`config.mk`:
```
export PLATFORM = sky130hd
export DESIGN_NAME = i2c_req_ingress
export DESIGN_NICKNAME = d
export VERILOG_FILES = /design/src/hdl/i2c_pkg.sv /design/src/hdl/i2c_req_ingress.sv
export SDC_FILE = /design/constraint.sdc
export NUM_CORES = 1
export LEC_CHECK = 0
export BUFFER_PORTS_ARGS = -buffer_cell sky130_fd_sc_hd__buf_2
export CAP_MARGIN = 30
export CORE_MARGIN = 5
export CORE_UTILIZATION = 30
export CTS_CLUSTER_DIAMETER = 40
export CTS_CLUSTER_SIZE = 12
export DETAILED_ROUTE_END_ITERATION = 10
export RECOVER_POWER = 50
export SYNTH_ARGS = -nofsm -noshare
export SYNTH_HDL_FRONTEND = slang
export SYNTH_SLANG_ARGS = --single-unit
```
`constraint.sdc`:
```
create_clock -name Clk -period 1.83 [get_ports Clk]
set_input_delay 0.183 -clock Clk [delete_from_list [all_inputs] [get_ports Clk]]
set_output_delay 0.183 -clock Clk [all_outputs]
set_load 0.005 [all_outputs]
```
`src/hdl/i2c_pkg.sv`:
```
`default_nettype none

package i2c_pkg;

	localparam int SYS_CLK_HZ   = 25_000_000;
	localparam int SCL_HZ       = 400_000;
	localparam int SCL_QUARTER  = SYS_CLK_HZ / SCL_HZ / 4 - 1;  // 14 at 25 MHz
	localparam int DIV_W        = $clog2(SCL_QUARTER + 1);

	localparam int REQ_DEPTH    = 4;                 // also initial requester credits
	localparam int REQ_PTR_W    = $clog2(REQ_DEPTH);
	localparam int RSP_CREDIT_W = 4;
	localparam logic [RSP_CREDIT_W-1:0] RSP_CREDIT_MAX = '1;  // saturation point

	localparam logic [2:0] WR_STEPS = 3'd3;          // addr, reg, data+stop
	localparam logic [2:0] RD_STEPS = 3'd4;          // addr, reg, re-start addr, read+stop

	// one-hot bit engine states
	localparam int BS_W = 7;
	localparam logic [BS_W-1:0] BS_IDLE = 7'b0000001;
	localparam logic [BS_W-1:0] BS_STA  = 7'b0000010;
	localparam logic [BS_W-1:0] BS_WR   = 7'b0000100;
	localparam logic [BS_W-1:0] BS_RD   = 7'b0001000;
	localparam logic [BS_W-1:0] BS_CHK  = 7'b0010000;  // ack check after write
	localparam logic [BS_W-1:0] BS_ACK  = 7'b0100000;  // ack/nack after read
	localparam logic [BS_W-1:0] BS_STO  = 7'b1000000;

	// sequencer states
	localparam logic [1:0] SQ_IDLE  = 2'd0;
	localparam logic [1:0] SQ_ISSUE = 2'd1;
	localparam logic [1:0] SQ_WAIT  = 2'd2;
	localparam logic [1:0] SQ_RSP   = 2'd3;

	typedef struct packed {
		logic       rnw;       // 1 for read
		logic [6:0] dev_addr;
		logic [7:0] reg_addr;
		logic [7:0] wdata;     // unused on reads
	} i2c_req_t;

	typedef struct packed {
		logic       rnw;       // echo of request
		logic       nack;      // some byte not acknowledged
		logic [7:0] rdata;
	} i2c_rsp_t;

	typedef struct packed {
		logic sta;
		logic wr;
		logic rd;
		logic sto;
		logic ack;
		logic nack;
	} i2c_cmd_t;

	localparam i2c_cmd_t CMD_STOP = '{sto: 1'b1, default: 1'b0};  // abort stop

endpackage

`default_nettype wire

```
`src/hdl/i2c_req_ingress.sv`:
```
`timescale 1ns/10ps
`default_nettype none

module i2c_req_ingress import i2c_pkg::*; (
	input  wire            Clk,
	input  wire            Rst_n,
	input  wire            req_valid_i,
	input  wire i2c_req_t  req_i,
	input  wire            head_pop_i,
	output logic           head_valid_o,
	output i2c_req_t       head_req_o,
	output logic           req_credit_o
);

	i2c_req_t             mem [REQ_DEPTH];  // request storage
	logic [REQ_PTR_W-1:0] wr_ptr;
	logic [REQ_PTR_W-1:0] rd_ptr;
	logic [REQ_PTR_W:0]   count;            // occupancy
	logic                 pop;

	assign head_valid_o = (count != '0);
	assign head_req_o   = mem[rd_ptr];      // oldest entry
	assign pop          = head_pop_i && head_valid_o;

	always_ff @(posedge Clk) begin
		if (req_valid_i) begin
			mem[wr_ptr] <= req_i;           // sender holds a credit so never full
		end
	end

	always_ff @(posedge Clk or negedge Rst_n) begin
		if (!Rst_n) begin
			wr_ptr <= '0;
			rd_ptr <= '0;
		end else begin
			if (req_valid_i) begin
				wr_ptr <= (wr_ptr == REQ_PTR_W'(REQ_DEPTH - 1)) ? '0 : wr_ptr + 1'b1;
			end
			if (pop) begin
				rd_ptr <= (rd_ptr == REQ_PTR_W'(REQ_DEPTH - 1)) ? '0 : rd_ptr + 1'b1;
			end
		end
	end

	always_ff @(posedge Clk or negedge Rst_n) begin
		if (!Rst_n) begin
			count <= '0;
		end else begin
			case ({req_valid_i, pop})
				2'b10:   count <= count + 1'b1;
				2'b01:   count <= count - 1'b1;
				default: count <= count;        // both or neither
			endcase
		end
	end

	// one credit back per freed slot
	always_ff @(posedge Clk or negedge Rst_n) begin
		if (!Rst_n) begin
			req_credit_o <= 1'b0;
		end else begin
			req_credit_o <= pop;
		end
	end

endmodule

`default_nettype wire

```
==> results by group <==
Synth
  • Mapped Nets: about 200
  • Cells after Synth: around 170
  • Ys Warns: 0
  • Synth Area in Simple Gates: under 10%
  • #FFs+latches synth: 104
  • Mux share of post-synthesis cell area: between 15 and 20%
  • Main combinational cell family by area after synthesis: multiplexers
  • Complex-gate fraction of the synthesized area: less than 1%
  • Synth Area in XOR/XNOR: 0.663%
  • Syn Area/Cell: between 20 and 25 um2
  • Post-Synth Adder-Cell Area: roughly 2.4%
  • Seq/Total Area, Yosys: between 70% and 80%
  • Synthesized area: roughly 0.004 mm2
  • Post-synth cell types: 21

Run
  • Max_cap viols: 0

GRT
  • Vias in the first global route: about 1,900
  • Largest net degree at the start of global routing: 25
  • Initial antenna violation count: 0
  • First-pass GRT wire length: 10.7 mm
  • Global-route usage over all layers: a little under a tenth
  • Global route overflow: 0

Cells and area
  • FILL cells: 1,208
  • Syn-to-layout area delta: 21.8%
  • Final net count: roughly 270
  • ANT cells: 0
  • FF/Latch Area: 0.00308 mm2
  • Layout cells sized above 1: 36.0%
  • Multi-input gate area: 785 um2
  • Final core occ: 36.9%

Clock network
  • CTS tree: yes
  • Worst-path clk slew: 0.07 ns
  • CTS max path bufs: 2
  • H-tree levels: 3
  • Root Buffer: clkbuf_16
  • CTS sink cnt: 104
  • Clk Latency, worst-skew pair: about 0.34 ns
  • TritonCTS buffer count: 9

Floorplan
  • Core Box Area: roughly 0.013 mm2
  • I/O pin count: 54
  • Die height: about 120 um
  • Width of the die: roughly 120 um
  • Row Count: 42
  • DIE AREA: between 0.015 and 0.02 mm2
  • Initial Util: a little under a third

Critical path
  • CP Max Fanout: 17
  • Crit. End Element: output pin
  • CP Class: register to output pin
  • Critical path cell sequence: buf_12 -> mux4_2 -> buf_2
  • Critical path depth in cells: 3
  • Worst path slowest cell: mux4_2
  • Critical path startpoint category: register
  • Worst r2r path cells: 9
  • Critical path's top delay family: multiplexers
  • Critical Path RT: roughly 1.7 ns
  • Critical path arrival: ~1.6 ns
  • Buffers and inverters on the worst path: 2
  • Largest stage delay, worst path: roughly 0.53 ns

Timing
  • Fmax: ~0.55 GHz
  • Slew @ Worst Pin: roughly 0.47 ns
  • RSZ-0062 raised after global routing: true
  • Worst-case clock skew: approximately 0.006 ns
  • Crit path time final: 1.81 ns
  • Worst hold slack: approximately 0.095 ns
  • Slew Limit Fails: 0
  • Final period util: slightly below 100%
  • Relative slew slack: just under 70%
  • Fin. Hold Viols: 0
  • Final setup vio count: 0

Drt
  • Vias/cell: 4.27
  • M1 wire length: approximately 3.0 mm
  • Met2 WL: 3.27 mm
  • Antenna Nets Post-Route: 0
  • Top Metal Used: met4
  • # DRC: 0
  • Starting DRT DRC Count: ~110
  • Vias after detailed routing: 1,784
  • DR WL/cell: between 15 and 20 um
  • Drt total wl: around 6.9 mm
  • Met3 WL: ~390 um
  • Initial DRT Pass Iterations: 4

Place
  • DP Wirelength: roughly 4.3 mm
  • Global placer's final weighted congestion: between 0.6 and 0.7
  • Port Buffers: 53

Power and ir drop
  • PwrDens: 1510 mW/mm2
  • Maximum vdd drop: 0.578 mV
  • Leakage Power: 0.00163 uW

Run status
  • Status: complete, no violations

Min path
  • Cell count of the worst hold path: 3
  • Worst Hold Class: primary input to register
==> cells by family (layout without fill, tap and decap cells) <==
group | Yosys count | count (layout)
multiplexers | 27 | 27
buffers and inverters | 13 | 89
XOR/XNOR | 3 | 3
AND/OR/NAND/NOR | 10 | 10
AO/OA/AOI/OAI | 2 | 2
adder cells (fa/ha/maj) | 7 | 7
flip-flops | 104 | 104
==> cells in the mapped netlist <==
cell type / instances / area (um2)
and2_1: 4 / 25.0
buf_12: 2 / 40.0
buf_2: 3 / 15.0
buf_6: 1 / 11.3
dfrtp_1: 8 / 200
edfxtp_1: 96 / 2880
fa_1: 1 / 20.0
ha_1: 6 / 75.1
inv_1: 7 / 26.3
mux2_2: 2 / 22.5
mux2i_1: 1 / 10.0
mux4_1: 6 / 158
mux4_2: 18 / 405
nand2_1: 1 / 3.75
nand2_2: 1 / 6.26
nor2_1: 2 / 7.51
o21ai_0: 2 / 10.0
or3_1: 1 / 6.26
or3_4: 1 / 11.3
xnor2_1: 1 / 8.76
xor2_1: 2 / 17.5
==> layer usage <==
metal  up-vias  GRT usage, %
li1        817             -
met4         0          5.36
met5         -             0
met3         9          3.11
met2        40          14.5
met1       918          11.0
==> sequential cells by signal, indices dropped and copies added, names as in the netlist <==
name          count
mem              96
rd_ptr            2
wr_ptr            2
count             3
req_credit_o      1
==> through the flow <==
step | cell area (um2) | cells | total power [uW] | TNS [ns] | worst slack [ns]
final | 4830 | 418 | 7270 | 0 | 0.0166
after global routing | 4830 | 418 | 7690 | -0.515 | -0.0543
after CTS | 4840 | 417 | 7370 | -0.0901 | -0.0226
after detailed placement | 4530 | 400 | 5400 | -0.00942 | -0.00942
after global placement | 4530 | 400 | 5370 | 0 | 0.0660
after floorplan | 3960 | 166 | 4550 | 0 | 0.0480
==> where the power goes <==
part | switching, uW | internal [uW]
Sequential | 121 | 3070
Combinational | 1000 | 1190
Clock | 825 | 1070
Total | 1950 | 5320
==> worst min-delay path, stage by stage <==
cell and delay [ns]:
buf_2 0.10, nand2_4 0.05, inv_2 0.06
==> cells in the final DEF, fill, tap and decap left out, types with 3 or more instances in the layout <==
cell | netlist | final
mux4_2 | 18 | 24
dfrtp_1 | 8 | 7
ha_1 | 6 | 5
and2_1 | 4 | 4
edfxtp_1 | 96 | 96
clkbuf_16 | 0 | 9
clkbuf_1 | 0 | 27
buf_12 | 2 | 5
buf_4 | 0 | 7
buf_2 | 3 | 24
buf_6 | 1 | 3
inv_1 | 7 | 5
==> cell type report <==
| type | count | area share (%) |
|---|---|---|
| tap | 176 | 4.56 |
| clock buffer | 10 | 4.74 |
| multi-input combinational | 49 | 16.3 |
| timing repair buffer | 66 | 8.58 |
| clock inverter | 6 | 1.43 |
| inverter | 7 | 0.544 |
| sequential | 104 | 63.9 |
==> what timing repair did <==
item | CTS | global route
gates resized for setup | 7 | 8
setup buffers | 0 | 1
hold buffers | 1 | 0
pin swaps | 0 | 4
endpoints found under the hold margin | 8 | 0
setup endpoints to repair | 11 | 18
==> worst paths after layout <==
check / start / end / slack (ns)
worst max-delay path: rd_ptr[0] / head_req_o[17] / 0.02
max in group asynchronous: Rst_n / rd_ptr[0] / 1.19
worst min register to register: count[2] / count[2] / 0.48
worst min-delay path: head_pop_i / req_credit_o / 0.1
worst max register to register: count[0] / count[2] / 0.04
min in group asynchronous: Rst_n / count[1] / 0.30
(Power assumes the default switching activity.)
