===== src/hdl/i2c_pkg.sv =====
`default_nettype none

package i2c_pkg;

	localparam int SYS_CLK_HZ   = 25_000_000;
	localparam int SCL_HZ       = 400_000;
	localparam int SCL_QUARTER  = SYS_CLK_HZ / SCL_HZ / 4 - 1;  // 14 at 25 MHz
	localparam int DIV_W        = $clog2(SCL_QUARTER + 1);

	localparam int REQ_DEPTH    = 4;                 // also initial requester credits
	localparam int REQ_PTR_W    = $clog2(REQ_DEPTH);
	localparam int RSP_CREDIT_W = 4;
	localparam logic [RSP_CREDIT_W-1:0] RSP_CREDIT_MAX = '1;  // saturation point

	localparam logic [2:0] WR_STEPS = 3'd3;          // addr, reg, data+stop
	localparam logic [2:0] RD_STEPS = 3'd4;          // addr, reg, re-start addr, read+stop

	// one-hot bit engine states
	localparam int BS_W = 7;
	localparam logic [BS_W-1:0] BS_IDLE = 7'b0000001;
	localparam logic [BS_W-1:0] BS_STA  = 7'b0000010;
	localparam logic [BS_W-1:0] BS_WR   = 7'b0000100;
	localparam logic [BS_W-1:0] BS_RD   = 7'b0001000;
	localparam logic [BS_W-1:0] BS_CHK  = 7'b0010000;  // ack check after write
	localparam logic [BS_W-1:0] BS_ACK  = 7'b0100000;  // ack/nack after read
	localparam logic [BS_W-1:0] BS_STO  = 7'b1000000;

	// sequencer states
	localparam logic [1:0] SQ_IDLE  = 2'd0;
	localparam logic [1:0] SQ_ISSUE = 2'd1;
	localparam logic [1:0] SQ_WAIT  = 2'd2;
	localparam logic [1:0] SQ_RSP   = 2'd3;

	typedef struct packed {
		logic       rnw;       // 1 for read
		logic [6:0] dev_addr;
		logic [7:0] reg_addr;
		logic [7:0] wdata;     // unused on reads
	} i2c_req_t;

	typedef struct packed {
		logic       rnw;       // echo of request
		logic       nack;      // some byte not acknowledged
		logic [7:0] rdata;
	} i2c_rsp_t;

	typedef struct packed {
		logic sta;
		logic wr;
		logic rd;
		logic sto;
		logic ack;
		logic nack;
	} i2c_cmd_t;

	localparam i2c_cmd_t CMD_STOP = '{sto: 1'b1, default: 1'b0};  // abort stop

endpackage

`default_nettype wire


===== src/hdl/i2c_xfer_seq.sv =====
`timescale 1ns/10ps
`default_nettype none

module i2c_xfer_seq import i2c_pkg::*; (
	input  wire            Clk,
	input  wire            Rst_n,
	input  wire            head_valid_i,
	input  wire i2c_req_t  head_req_i,
	output logic           head_pop_o,
	output i2c_cmd_t       cmd_o,          // held until next go
	output logic           go_o,
	output logic [7:0]     tx_byte_o,
	input  wire            done_i,
	input  wire            ack_bit_i,
	input  wire  [7:0]     rx_byte_i,
	input  wire            rsp_free_i,
	output logic           rsp_push_o,
	output i2c_rsp_t       rsp_o
);

	logic [1:0] state;
	logic [2:0] step;                      // index of next command to issue
	logic [2:0] n_steps;
	i2c_req_t   req_q;
	logic       nack_q;
	logic [7:0] rdata_q;
	i2c_cmd_t   nxt_cmd;
	logic [7:0] nxt_tx;

	assign n_steps = req_q.rnw ? RD_STEPS : WR_STEPS;
	assign rsp_o   = '{rnw: req_q.rnw, nack: nack_q, rdata: rdata_q};

	// command list per step
	always_comb begin
		nxt_cmd = '0;
		nxt_tx  = req_q.reg_addr;
		case (step)
			3'd0: begin
				nxt_cmd.sta = 1'b1;
				nxt_cmd.wr  = 1'b1;
				nxt_tx      = {req_q.dev_addr, 1'b0};   // address, write bit
			end
			3'd1: nxt_cmd.wr = 1'b1;                 // register address
			3'd2: begin
				nxt_cmd.wr = 1'b1;
				if (req_q.rnw) begin
					nxt_cmd.sta = 1'b1;                 // repeated start
					nxt_tx      = {req_q.dev_addr, 1'b1};
				end else begin
					nxt_cmd.sto = 1'b1;
					nxt_tx      = req_q.wdata;
				end
			end
			default: begin
				nxt_cmd.rd   = 1'b1;                    // single byte, nack, stop
				nxt_cmd.nack = 1'b1;
				nxt_cmd.sto  = 1'b1;
			end
		endcase
	end

	always_ff @(posedge Clk) begin
		if (state == SQ_IDLE && head_valid_i) begin
			req_q <= head_req_i;
		end
	end

	always_ff @(posedge Clk or negedge Rst_n) begin
		if (!Rst_n) begin
			state      <= SQ_IDLE;
			step       <= '0;
			nack_q     <= 1'b0;
			rdata_q    <= '0;
			cmd_o      <= '0;
			tx_byte_o  <= '0;
			go_o       <= 1'b0;
			head_pop_o <= 1'b0;
			rsp_push_o <= 1'b0;
		end else begin
			go_o       <= 1'b0;
			head_pop_o <= 1'b0;
			rsp_push_o <= 1'b0;
			case (state)
				SQ_IDLE: begin
					if (head_valid_i) begin
						head_pop_o <= 1'b1;
						nack_q     <= 1'b0;
						rdata_q    <= '0;
						step       <= '0;
						state      <= SQ_ISSUE;
					end
				end
				SQ_ISSUE: begin
					go_o      <= 1'b1;
					cmd_o     <= nxt_cmd;
					tx_byte_o <= nxt_tx;
					step      <= step + 1'b1;
					state     <= SQ_WAIT;
				end
				SQ_WAIT: begin
					if (done_i) begin
						if (cmd_o.rd) begin
							rdata_q <= rx_byte_i;
						end
						if (cmd_o.wr && ack_bit_i) begin
							nack_q <= 1'b1;
							step   <= n_steps;             // nothing more after abort
							if (cmd_o.sto) begin
								state <= SQ_RSP;           // bus already stopped
							end else begin
								go_o  <= 1'b1;
								cmd_o <= CMD_STOP;
							end
						end else if (step == n_steps) begin
							state <= SQ_RSP;
						end else begin
							go_o      <= 1'b1;
							cmd_o     <= nxt_cmd;
							tx_byte_o <= nxt_tx;
							step      <= step + 1'b1;
						end
					end
				end
				default: begin
					if (rsp_free_i) begin
						rsp_push_o <= 1'b1;              // egress takes rsp_o now
						state      <= SQ_IDLE;
					end
				end
			endcase
		end
	end

endmodule

`default_nettype wire


===== config.mk =====
export PLATFORM = sky130hd
export DESIGN_NAME = i2c_xfer_seq
export DESIGN_NICKNAME = d
export VERILOG_FILES = /design/src/hdl/i2c_pkg.sv /design/src/hdl/i2c_xfer_seq.sv
export SDC_FILE = /design/constraint.sdc
export NUM_CORES = 1
export LEC_CHECK = 0
export BUFFER_PORTS_ARGS = -buffer_cell sky130_fd_sc_hd__clkbuf_2
export CORE_ASPECT_RATIO = 0.7
export CORE_UTILIZATION = 35
export DETAILED_ROUTE_END_ITERATION = 12
export GPL_TIMING_DRIVEN = 0
export MAX_ROUTING_LAYER = met4
export PLACE_DENSITY_LB_ADDON = 0.12
export SYNTH_ARGS = -nofsm -noshare
export SYNTH_HDL_FRONTEND = slang
export SYNTH_SLANG_ARGS = --single-unit

===== constraint.sdc =====
create_clock -name Clk -period 5.7 [get_ports Clk]
set_input_delay 1.14 -clock Clk [delete_from_list [all_inputs] [get_ports Clk]]
set_output_delay 1.14 -clock Clk [all_outputs]
set_load 0.02 [all_outputs]

==> results by group <==
STA
  • Worst slew margin: 37.25%
  • Setup TNS: 0 ns
  • Worst-Margin Slew: 0.9403 ns
  • # setup viols final: 0
  • Clock skew: 0.006758 ns
  • RSZ-0062 raised after global routing: no
  • Tcrit/Tclk final: 40.27%
  • Fmax: 0.4356 GHz
  • Post-route minimum period: 2.295 ns
  • Final slew viol count: 0
  • Fin. Hold Viols: 0

Setup path
  • Crit. End Element: output port
  • Crit-path max FO: 9
  • Data arrival time of the critical path: 1.16 ns
  • Worst Setup SP: rsp_o[9]
  • CP top delay family: flip-flops
  • Buf/Inv on CP: 2
  • CP peak stage delay: 0.52 ns
  • Stages on the worst setup path: 2
  • Setup Crit Path Kind: reg -> out
  • CP max stage cell: edfxtp_1
  • R2R Path End: tx_byte_o[3]
  • Cell Chain, Critical Path: buf_4, clkbuf_2
  • R2R depth: 6
  • CP required: 4.56 ns
  • Element type at the critical path start: flop
  • Worst r2r src: step[0]
  • Reg2reg setup slack: 3.48 ns

Cells and area
  • Cell Count, Final, Fillers Out: 364
  • Nets: 315
  • Fill cell count: 679
  • P&R area growth vs syn: 21.45%
  • Share of layout cells above drive strength 1: 34.44%
  • Ant. Diodes: 0
  • Final instance area: 2962 sq um

Logic synthesis
  • Yosys top cell by area: dfrtp_1
  • Synth unique cells: 42
  • Syn Area/Cell: 12.25 sq um
  • Synthesized flop and latch total: 53
  • Synthesized instance count: 199
  • Register area share after synthesis: 59.31%
  • Post-synth net total: 245
  • YS warnings: 0
  • Cell Area, Synth: 2439 sq um
  • Area share of the largest cell type after synthesis: 29.76%
  • Synth top area cells: dfrtp_1, edfxtp_1, ha_1

Global routing
  • First-pass GRT wire length: 8162 microns
  • Tot GR Track Use: 15.65%
  • Vias in the first global route: 1,594
  • Total global routing overflow: 0
  • Initial antenna violation count: 0
  • Largest net degree at the start of global routing: 30

Route
  • Vias per cell: 4.692
  • Residual DRC count: 0
  • Via Count: 1,708
  • Aggregate routed wire length: 5035 microns
  • Post-route ant nets: 0
  • DRT Pass-1 Iters: 4
  • Post-DR wirelength/cell: 13.83 microns
  • DRT iter0 DRCs: 50

Clock tree
  • Clk_lat worst skew: 0.31 ns
  • Hold buffers post-CTS: 0
  • CTS tree: done
  • Reg clk slew, reported paths: 0.10 ns
  • Htree depth: 2
  • Cts repair resizes: 0
  • Root Buffer: clkbuf_8
  • Post-CTS Setup Inserts: 0
  • CTS Buf Count: 5
  • Clk sinks: 53
  • Worst-case clock buffer depth: 2

Power and ir drop
  • Combinational share of power: 46.4%
  • Sw frac: 41.56%
  • NetSw: 0.6346 mW
  • Maximum VDD drop: 0.1633 mV
  • Internal power: 0.8924 mW
  • Reg power frac: 39.5%
  • Cell area power density: 515.6 nW/um^2
  • Clock network power share: 14.1%
  • Leakage: 1.313 nW

Min path
  • Min-Delay Endpoint: tx_byte_o[3]
  • Hold Crit Depth: 1
  • Hold Crit Class: reg -> reg
  • Worst Hold Launch: tx_byte_o[3]

Die
  • Core area: 6756 sq um
  • I/O pins: 65
  • Row Count: 25
  • Die W: 101.8 microns
  • Die height: 71.84 microns
  • Die area: 7310 sq um
  • Initial core utilization: 36.09%

Place
  • Port buffer count: 63
  • Detail Placement HPWL: 3701 microns
  • Post-DP Area: 2872 sq um
  • Placed cells: 356
  • RePlAce Congestion: 0.7886

Status
  • Status: finished clean

Run
  • Max-Cap Viols: 0
==> power by group through the flow <==
| stage | Clock [mW] | Sequential [mW] | Combinational (mW) |
|---|---|---|---|
| CTS | 0.225 | 0.605 | 0.718 |
| detailed placement | 0 | 0.612 | 0.716 |
| global placement | 0 | 0.610 | 0.711 |
| finish | 0.216 | 0.603 | 0.708 |
| floorplan | 0 | 0.680 | 0.424 |
| global route | 0.238 | 0.621 | 0.784 |
==> cell usage in the layout (no fill, tap or decap), drive strengths merged <==
cell     Yosys  routed
clkbuf       5      73
dfrtp       29      29
edfxtp      24      24
o21ai       20      20
inv         17      18
mux2        14      14
nand2       13      13
nand3        8       8
ha           8       8
a22oi        7       7
nor2         6       6
buf          6       6
a21oi        5       5
a31oi        4       4
nor2b        4       4
and2         2       2
and4bb       2       2
nand3b       2       2
and3         2       2
nor3         2       2
nand2b       2       2
o31ai        2       2
a211oi       2       2
clkinv       0       2
o311ai       1       1
o21bai       1       1
or2          1       1
o41ai        1       1
o2bb2ai      1       1
a21boi       1       1
a31o         1       1
a32oi        1       1
o211a        1       1
o32ai        1       1
o211ai       1       1
a41oi        1       1
conb         1       1
==> worst max path at each step <==
stage,end,slack (ns)
finish,rsp_o[9],3.40
global route,tx_byte_o[3],3.30
CTS,rsp_o[9],3.40
detailed placement,tx_byte_o[7],3.09
global placement,cmd_o[3],3.10
floorplan,tx_byte_o[1],3.39
==> stage by stage <==
stage	utilization [%]	total power, mW	worst slack (ns)	hold slack, ns
after floorplan	-	1.104	3.392	0.5006
after global placement	42.50	1.321	3.101	0.4768
after detailed placement	42.50	1.328	3.095	0.4841
after CTS	43.83	1.548	3.396	0.5081
after global routing	43.83	1.644	3.298	0.5315
final	43.83	1.527	3.405	0.5017
==> logic make-up after synthesis <==
| group | Yosys count | synth area share (%) |
|---|---|---|
| AOI/OAI and AO/OA | 51 | 14.88 |
| adders and majority gates | 8 | 4.105 |
| buffers and inverters | 28 | 5.028 |
| DFF | 53 | 59.31 |
| muxes | 14 | 6.465 |
| other | 1 | 0.1538 |
| and+or+nand+nor | 44 | 10.06 |
==> final cells by class <==
| cell class | count | area (sq um) | share of cell area, % |
|---|---|---|---|
| Multi-Input combinational cell | 118 | 869.6 | 29.36 |
| Inverter | 17 | 63.81 | 2.155 |
| Tap cell | 94 | 117.6 | 3.971 |
| Clock buffer | 5 | 68.82 | 2.324 |
| Timing Repair Buffer | 63 | 315.3 | 10.65 |
| Sequential cell | 53 | 1446 | 48.84 |
| Clock inverter | 3 | 21.27 | 0.7182 |
| Buffer | 11 | 58.81 | 1.986 |
==> sequential cells by signal, indices dropped and copies added (netlist names) <==
signal / cells
tx_byte_o: 8
head_pop_o: 1
rdata_q: 8
req_q: 23
step: 3
cmd_o: 4
rsp_push_o: 1
rsp_o: 1
state: 2
go_o: 1
nack_q: 1
==> per-layer routing <==
metal	vias to the layer above	routed length, microns	track usage (%)
met3	8	238	3.220
met1	795	2667	23.13
li1	855	-	-
met4	0	70	5.797
met5	-	0	-
met2	50	2058	20.87
==> synthesized netlist by cell type <==
cell and number:
mux2_1 7, o2bb2ai_1 1, edfxtp_1 24, nand3_1 8, buf_4 4, o211ai_1 1
and2_1 2, o21ai_0 20, a21boi_0 1, a41oi_1 1, mux2_2 7, a31o_2 1
a21oi_1 5, o31ai_2 1, a211oi_1 1, a32oi_1 1, nand2_1 12, nor3_1 2
o311ai_2 1, nand2b_1 2, conb_1 1, and4bb_4 2, inv_2 1, o21bai_1 1
o31ai_1 1, a31oi_1 4, clkbuf_1 5, buf_2 2, inv_1 16, o211a_1 1
ha_1 8, and3_1 2, o41ai_4 1, o32ai_1 1, nand2_4 1, dfrtp_1 29
a211oi_2 1, nand3b_1 2, nor2b_1 4, or2_2 1, a22oi_1 7, nor2_1 6
Note: power is estimated with default switching activity, not from simulation.
