<file path="config.mk">
export PLATFORM = sky130hd
export DESIGN_NAME = i2c_rsp_egress
export DESIGN_NICKNAME = d
export VERILOG_FILES = /design/src/hdl/i2c_pkg.sv /design/src/hdl/i2c_rsp_egress.sv
export SDC_FILE = /design/constraint.sdc
export NUM_CORES = 1
export LEC_CHECK = 0
export BUFFER_PORTS_ARGS = -buffer_cell sky130_fd_sc_hd__buf_4
export CORE_MARGIN = 2
export CORE_UTILIZATION = 35
export DETAILED_ROUTE_END_ITERATION = 8
export PLACE_DENSITY = 0.72
export SYNTH_ARGS = -nofsm -noshare
export SYNTH_HDL_FRONTEND = slang
export SYNTH_SLANG_ARGS = --single-unit
export TNS_END_PERCENT = 50
</file>
<file path="constraint.sdc">
create_clock -name Clk -period 2.7 [get_ports Clk]
set_input_delay 0.135 -clock Clk [delete_from_list [all_inputs] [get_ports Clk]]
set_output_delay 0.135 -clock Clk [all_outputs]
set_load 0.05 [all_outputs]
</file>
<file path="src/hdl/i2c_pkg.sv">
`default_nettype none

package i2c_pkg;

	localparam int SYS_CLK_HZ   = 25_000_000;
	localparam int SCL_HZ       = 400_000;
	localparam int SCL_QUARTER  = SYS_CLK_HZ / SCL_HZ / 4 - 1;  // 14 at 25 MHz
	localparam int DIV_W        = $clog2(SCL_QUARTER + 1);

	localparam int REQ_DEPTH    = 4;                 // also initial requester credits
	localparam int REQ_PTR_W    = $clog2(REQ_DEPTH);
	localparam int RSP_CREDIT_W = 4;
	localparam logic [RSP_CREDIT_W-1:0] RSP_CREDIT_MAX = '1;  // saturation point

	localparam logic [2:0] WR_STEPS = 3'd3;          // addr, reg, data+stop
	localparam logic [2:0] RD_STEPS = 3'd4;          // addr, reg, re-start addr, read+stop

	// one-hot bit engine states
	localparam int BS_W = 7;
	localparam logic [BS_W-1:0] BS_IDLE = 7'b0000001;
	localparam logic [BS_W-1:0] BS_STA  = 7'b0000010;
	localparam logic [BS_W-1:0] BS_WR   = 7'b0000100;
	localparam logic [BS_W-1:0] BS_RD   = 7'b0001000;
	localparam logic [BS_W-1:0] BS_CHK  = 7'b0010000;  // ack check after write
	localparam logic [BS_W-1:0] BS_ACK  = 7'b0100000;  // ack/nack after read
	localparam logic [BS_W-1:0] BS_STO  = 7'b1000000;

	// sequencer states
	localparam logic [1:0] SQ_IDLE  = 2'd0;
	localparam logic [1:0] SQ_ISSUE = 2'd1;
	localparam logic [1:0] SQ_WAIT  = 2'd2;
	localparam logic [1:0] SQ_RSP   = 2'd3;

	typedef struct packed {
		logic       rnw;       // 1 for read
		logic [6:0] dev_addr;
		logic [7:0] reg_addr;
		logic [7:0] wdata;     // unused on reads
	} i2c_req_t;

	typedef struct packed {
		logic       rnw;       // echo of request
		logic       nack;      // some byte not acknowledged
		logic [7:0] rdata;
	} i2c_rsp_t;

	typedef struct packed {
		logic sta;
		logic wr;
		logic rd;
		logic sto;
		logic ack;
		logic nack;
	} i2c_cmd_t;

	localparam i2c_cmd_t CMD_STOP = '{sto: 1'b1, default: 1'b0};  // abort stop

endpackage

`default_nettype wire

</file>
<file path="src/hdl/i2c_rsp_egress.sv">
`timescale 1ns/10ps
`default_nettype none

module i2c_rsp_egress import i2c_pkg::*; (
	input  wire            Clk,
	input  wire            Rst_n,
	input  wire            rsp_push_i,
	input  wire i2c_rsp_t  rsp_i,
	output logic           rsp_free_o,
	input  wire            rsp_credit_i,
	output logic           rsp_valid_o,
	output i2c_rsp_t       rsp_o
);

	i2c_rsp_t                rsp_q;        // holding register
	logic                    full_q;
	logic [RSP_CREDIT_W-1:0] credits;      // granted by consumer
	logic                    send;

	assign send        = full_q && (credits != '0);
	assign rsp_valid_o = send;             // one cycle, entry clears after
	assign rsp_o       = rsp_q;
	assign rsp_free_o  = !full_q;

	always_ff @(posedge Clk) begin
		if (rsp_push_i) begin
			rsp_q <= rsp_i;
		end
	end

	always_ff @(posedge Clk or negedge Rst_n) begin
		if (!Rst_n) begin
			full_q <= 1'b0;
		end else if (rsp_push_i) begin
			full_q <= 1'b1;                  // push only while free
		end else if (send) begin
			full_q <= 1'b0;
		end
	end

	// grant and spend in one cycle cancel out
	always_ff @(posedge Clk or negedge Rst_n) begin
		if (!Rst_n) begin
			credits <= '0;
		end else if (rsp_credit_i && !send && credits != RSP_CREDIT_MAX) begin
			credits <= credits + 1'b1;
		end else if (send && !rsp_credit_i) begin
			credits <= credits - 1'b1;
		end
	end

endmodule

`default_nettype wire

</file>
==> flow_metrics.tcl, run 1 <==
set metrics [dict create \
    remaining_drc_errors 0 \
    htreeDepth 1 \
    ctsRootBufferMaster "clkbuf_4" \
    syn_to_final_growth_pct 39.46 \
    timing.final.crit_share_pct 90.34 \
    critPathMaxFanout 6 \
    path_clk_slew_ns 0.08 \
    die_x_um 46.99 \
    crit_type "register to register" \
    cts_buffers 3 \
    vias_per_cell 4.521 \
    drive_above_1_share_pct 47.83 \
    core_area_mm2 0.001727 \
    cpPeakStageDelay_ns 0.46 \
    slew_violations 0 \
    endpoint_kind "register" \
    relSlewSlack_pct 66.02 \
    whs_ns 0.03468 \
    drtAntennaViolNets 0 \
    num_rows 15 \
    syn_area_per_cell_um2 16.59 \
    grt_pass1_wl_um 1649 \
    place_inst 89 \
    tightest_slew_ns 0.5043 \
    layout_commonest_cell "buf_4" \
    p_int_uw 483.8 \
    finalHoldViolations 0 \
    ys_types 20 \
    dr.pass1.iters 2 \
    die_y_um 46.99 \
    arrival_ns 2.64 \
    power-per-cell-area_mw_per_mm2 845.5 \
    synth_top_family_by_area "compound AO/OA/AOI/OAI gates" \
    fin_crit_ns 2.439 \
    instances_no_fill 94 \
    synth_area_um2 646.9 \
    cp_slowest_cell "dfrtp_1" \
    yosys.area_share.simple_pct 7.544 \
    netSwitchingFraction_pct 36.57 \
    ys_warn_count 0 \
    grt_max_degree 12 \
    critPathRequiredTime_ns 2.90 \
    hpwl_um 809.7 \
    skew_ns 0.004152 \
    seq_area_frac_synth_pct 65.76 \
    path_delay_family "compound AO/OA/AOI/OAI gates" \
    clk_latency_ns 0.27 \
    synth_compound_area_share_pct 10.06 \
    layout_common_cells "buf_4 (25), edfxtp_1 (10), dfrtp_1 (5)" \
    clockPowerShare_pct 15.7 \
    portBuffers 25 \
    cts_tree "yes" \
    ys_ff_latch 15 \
    ioPinCount 26 \
    synth_xor_area_share_pct 4.062 \
    layout_setup_ws_ns 0.2607 \
    status "finished, final reports clean" \
    start_kind "register" \
    antenna_found_initial 0 \
    grt_pass1_vias 407 \
    rsz0062_at_grt "no" \
    cap_violations 0 \
    initial_core_util_pct 37.46 \
    grt.total_usage_pct 11.12 \
    cp_num_buf_inv 0 \
    syn_nets 56 \
    cts_setup_buffers 0 \
    setup_viol 0 \
    place_congestion 0.8311 \
    path_cells "nor4_2 > o21ai_0 > ha_1 > a21o_2 > a21oi_1 > mux2i_1 > xor2_1" \
    p_leak_uw 0.0003802 \
    diodes 0 \
    tns_ns 0 \
    cts.sinks 15 \
    max_freq_mhz 410.0 \
    synth_adder_area_share_pct 6.963 \
    cts_buffer_depth 2 \
    hold_class "input pin to register" \
    grt_overflow 0 \
    p_comb_share_pct 37.2 \
    postSynthCellCount 39 \
    avgRoutedWirePerCell_um 10.88 \
    drt_iter0_drc 1 \
    ir_drop_uv 535.2 \
    dr_total_vias 425 \
    p_seq_share_pct 47.0 \
    switchingPower_uw 278.9 \
    muxShareOfSynthArea_pct 5.029 \
    drt_wl_total_um 1023 \
    layout.nets 87 \
    place_ws_ns 0.2979 \
    dieArea_mm2 0.002208 \
]
-- stage by stage --
step	instance area, um^2	power (uW)	util, %
floorplan	646.9	568.6	-
global placement	865.8	644.7	50.14
detailed placement	865.8	650.2	50.14
CTS	902.1	774.7	52.25
global route	902.1	822.3	52.25
finish	902.1	762.7	52.25
-- cell usage after synthesis (all sizes together) --
master / number / area [um^2]
dfrtp: 5 / 125.1
nor2: 1 / 3.750
nand4b: 1 / 8.760
a21o: 2 / 17.52
inv: 1 / 3.750
o21ai: 1 / 5.000
mux2i: 1 / 10.01
nand2: 1 / 3.750
a41oi: 1 / 8.760
or3: 1 / 11.26
edfxtp: 10 / 300.3
xor2: 3 / 26.28
a21oi: 3 / 26.28
mux2: 2 / 22.52
fa: 1 / 20.02
nor4: 1 / 12.51
a21boi: 1 / 7.510
ha: 2 / 25.02
nor4b: 1 / 8.760
-- sequential cells by signal, indices dropped and copies added, names as in the netlist --
| register | count |
|---|---|
| credits | 4 |
| rsp_o | 10 |
| full_q | 1 |
-- power groups by stage --
stage                     Combinational, uW  Clock (uW)  Sequential (uW)
final                                   284         120              359
after global routing                    319         135              368
after CTS                               290         126              359
after detailed placement                287           0              363
after global placement                  282           0              363
after floorplan                         174           0              395
-- final cells by class --
class                   count  area (um^2)
repair buffers             26        197.7
well taps                  25        31.28
multi-input cells          23        217.7
clock buffers               4        26.28
inverters                   1        3.754
fillers                   164        824.5
flip-flops and latches     15        425.4
-- per-layer routing --
metal | part of all wire, % | vias up | global-route usage (%)
met3 | 7.8 | 2 | 3.462
met2 | 46 | 18 | 18.90
met4 | 1.1 | 0 | 6.667
met1 | 45 | 196 | 12.10
met5 | 0 | - | 0
li1 | - | 209 | -
-- what timing repair did --
item | in CTS | in global routing
hold endpoints to repair | 5 | 0
hold buffers | 1 | 0
resized for setup | 0 | 0
-- worst paths after layout --
path | slack (ns) | depth (start not counted) | endpoint | startpoint
hold reg to reg | 0.57 | 1 | credits[3] | credits[3]
max in group asynchronous | 2.40 | 2 | credits[2] | Rst_n
setup reg to reg | 0.26 | 7 | credits[3] | credits[0]
min in group asynchronous | 0.19 | 2 | full_q | Rst_n
hold / removal | 0.03 | 1 | rsp_o[2] | rsp_i[2]
setup / recovery | 0.26 | 7 | credits[3] | credits[0]
-- kinds of logic after synthesis --
kind of cell    Yosys count
mux                       3
simple gates              6
buf+inv                   1
xor+xnor                  3
compound gates            8
fa+ha+maj                 3
flops                    15
Power figures use the tool's default switching activity.
==> run 2, diff against run 1 <==
CTS_BUF_LIST = sky130_fd_sc_hd__clkbuf_2 sky130_fd_sc_hd__clkbuf_4 sky130_fd_sc_hd__clkbuf_8   (was default)
==> flow_metrics.tcl, run 2 (synthesized netlist as in run 1, its figures left out) <==
set metrics [dict create \
    htreeDepth 1 \
    die_x_um 46.99 \
    drt_wl_total_um 1027 \
    largest_reg_flops 10 \
    hpwl_um 809.7 \
    layout_common_cells "buf_4 (25), edfxtp_1 (10), dfrtp_1 (5)" \
    core_area_mm2 0.001727 \
    start_kind "register" \
    dieArea_mm2 0.002208 \
    dr_total_vias 425 \
    grt_max_degree 12 \
    tns_ns 0 \
    vias_per_cell 4.521 \
    drive_above_1_share_pct 49.28 \
    slew_violations 0 \
    ioPinCount 26 \
    fill_cells 164 \
    finalHoldViolations 0 \
    syn_to_final_growth_pct 40.04 \
    layout.nets 87 \
    critPathMaxFanout 6 \
    ctsRootBufferMaster "clkbuf_4" \
    relSlewSlack_pct 66.02 \
    drt_iter0_drc 1 \
    skew_ns 0.003492 \
    critPathRequiredTime_ns 2.90 \
    p_leak_uw 0.0003836 \
    path_clk_slew_ns 0.08 \
    rrSetupSlack_ns 0.26 \
    place_ws_ns 0.2979 \
    fin_crit_ns 2.438 \
    endpoint_kind "register" \
    drtAntennaViolNets 0 \
    num_rows 15 \
    arrival_ns 2.64 \
    avgRoutedWirePerCell_um 10.93 \
    grt_overflow 0 \
    cap_violations 0 \
    cts_tree "yes" \
    power-per-cell-area_mw_per_mm2 853.7 \
    layout_commonest_cell "buf_4" \
    portBuffers 25 \
    grt_pass1_vias 407 \
    grt_pass1_wl_um 1649 \
    cts_buffers 3 \
    timing.final.crit_share_pct 90.31 \
    setup_viol 0 \
    grt.total_usage_pct 11.12 \
    crit_type "register to register" \
    cts.sinks 15 \
    place_congestion 0.8311 \
    cts_setup_buffers 0 \
    tightest_slew_ns 0.5043 \
    max_freq_mhz 410.1 \
    hold_class "input pin to register" \
    layout_setup_ws_ns 0.2615 \
    diodes 0 \
    dr.pass1.iters 2 \
    die_y_um 46.99 \
    ir_drop_uv 568.6 \
    remaining_drc_errors 0 \
    initial_core_util_pct 37.46 \
    cts_buffer_depth 2 \
    clk_latency_ns 0.27 \
    status "finished, final reports clean" \
    antenna_found_initial 0 \
    rsz0062_at_grt "no" \
]
==> run 2: cell types whose count changed in the layout (fill, tap and decap cells not counted) <==
| cell | delta |
|---|---|
| clkbuf_1 | -1 |
| clkbuf_4 | +1 |
==> run 2: area by class of cell <==
| class | instances | area [um^2] | share of cell area, % |
|---|---|---|---|
| Multi-Input combinational cell | 23 | 217.7 | 24.03 |
| Clock buffer | 4 | 30.03 | 3.315 |
| Inverter | 1 | 3.754 | 0.4144 |
| Timing Repair Buffer | 26 | 197.7 | 21.82 |
| Tap cell | 25 | 31.28 | 3.453 |
| Sequential cell | 15 | 425.4 | 46.96 |
==> run 2: worst max-delay path, stage by stage, from the launching register on <==
cell,delay (ns)
dfrtp_1,0.46
nor4_2,0.45
o21ai_0,0.30
ha_1,0.35
a21o_2,0.21
a21oi_1,0.18
mux2i_1,0.26
xor2_1,0.16
==> run 2: timing repair <==
item / in CTS / in global routing
hold buffers: 1 / 0
endpoints found under the setup margin: 0 / 0
endpoints found under the hold margin: 5 / 0
gates resized for setup: 0 / 0
==> run 2: final timing paths <==
| kind | cells past startpoint | from | endpoint |
|---|---|---|---|
| min | 1 | rsp_i[2] | rsp_o[2] |
| min reg2reg | 1 | credits[3] | credits[3] |
| max | 7 | credits[0] | credits[3] |
| max reg2reg | 7 | credits[0] | credits[3] |
| max in group asynchronous | 2 | Rst_n | credits[2] |
| min in group asynchronous | 2 | Rst_n | full_q |
==> run 2: per-stage QoR <==
step                      total power (uW)  instance area (um^2)  utilization [%]  std cells  hold WS [ns]
after floorplan                      568.6                 646.9                -         39       -0.1606
after global placement               644.7                 865.8            50.14         89      -0.05821
after detailed placement             650.2                 865.8            50.14         89      -0.05962
after CTS                            785.0                 905.9            52.46         94       0.02411
after global routing                 832.0                 905.9            52.46         94       0.01673
final                                773.3                 905.9            52.46         94       0.03424
==> run 2: report_power, final <==
part	internal (uW)	leakage (uW)	switching [uW]	total, uW
logic	133	0.000209	152	284
clock network	67.2	0.0000184	63.4	131
registers	294	0.000156	64.6	359
==> run 2: layer usage <==
metal  track usage [%]  vias to the layer above  part of all wire (%)
li1                  -                      208                     -
met1             12.10                      197                    45
met2             18.90                       18                    46
met3             3.462                        2                   7.8
met4             6.667                        0                   1.1
met5                 0                        -                     0
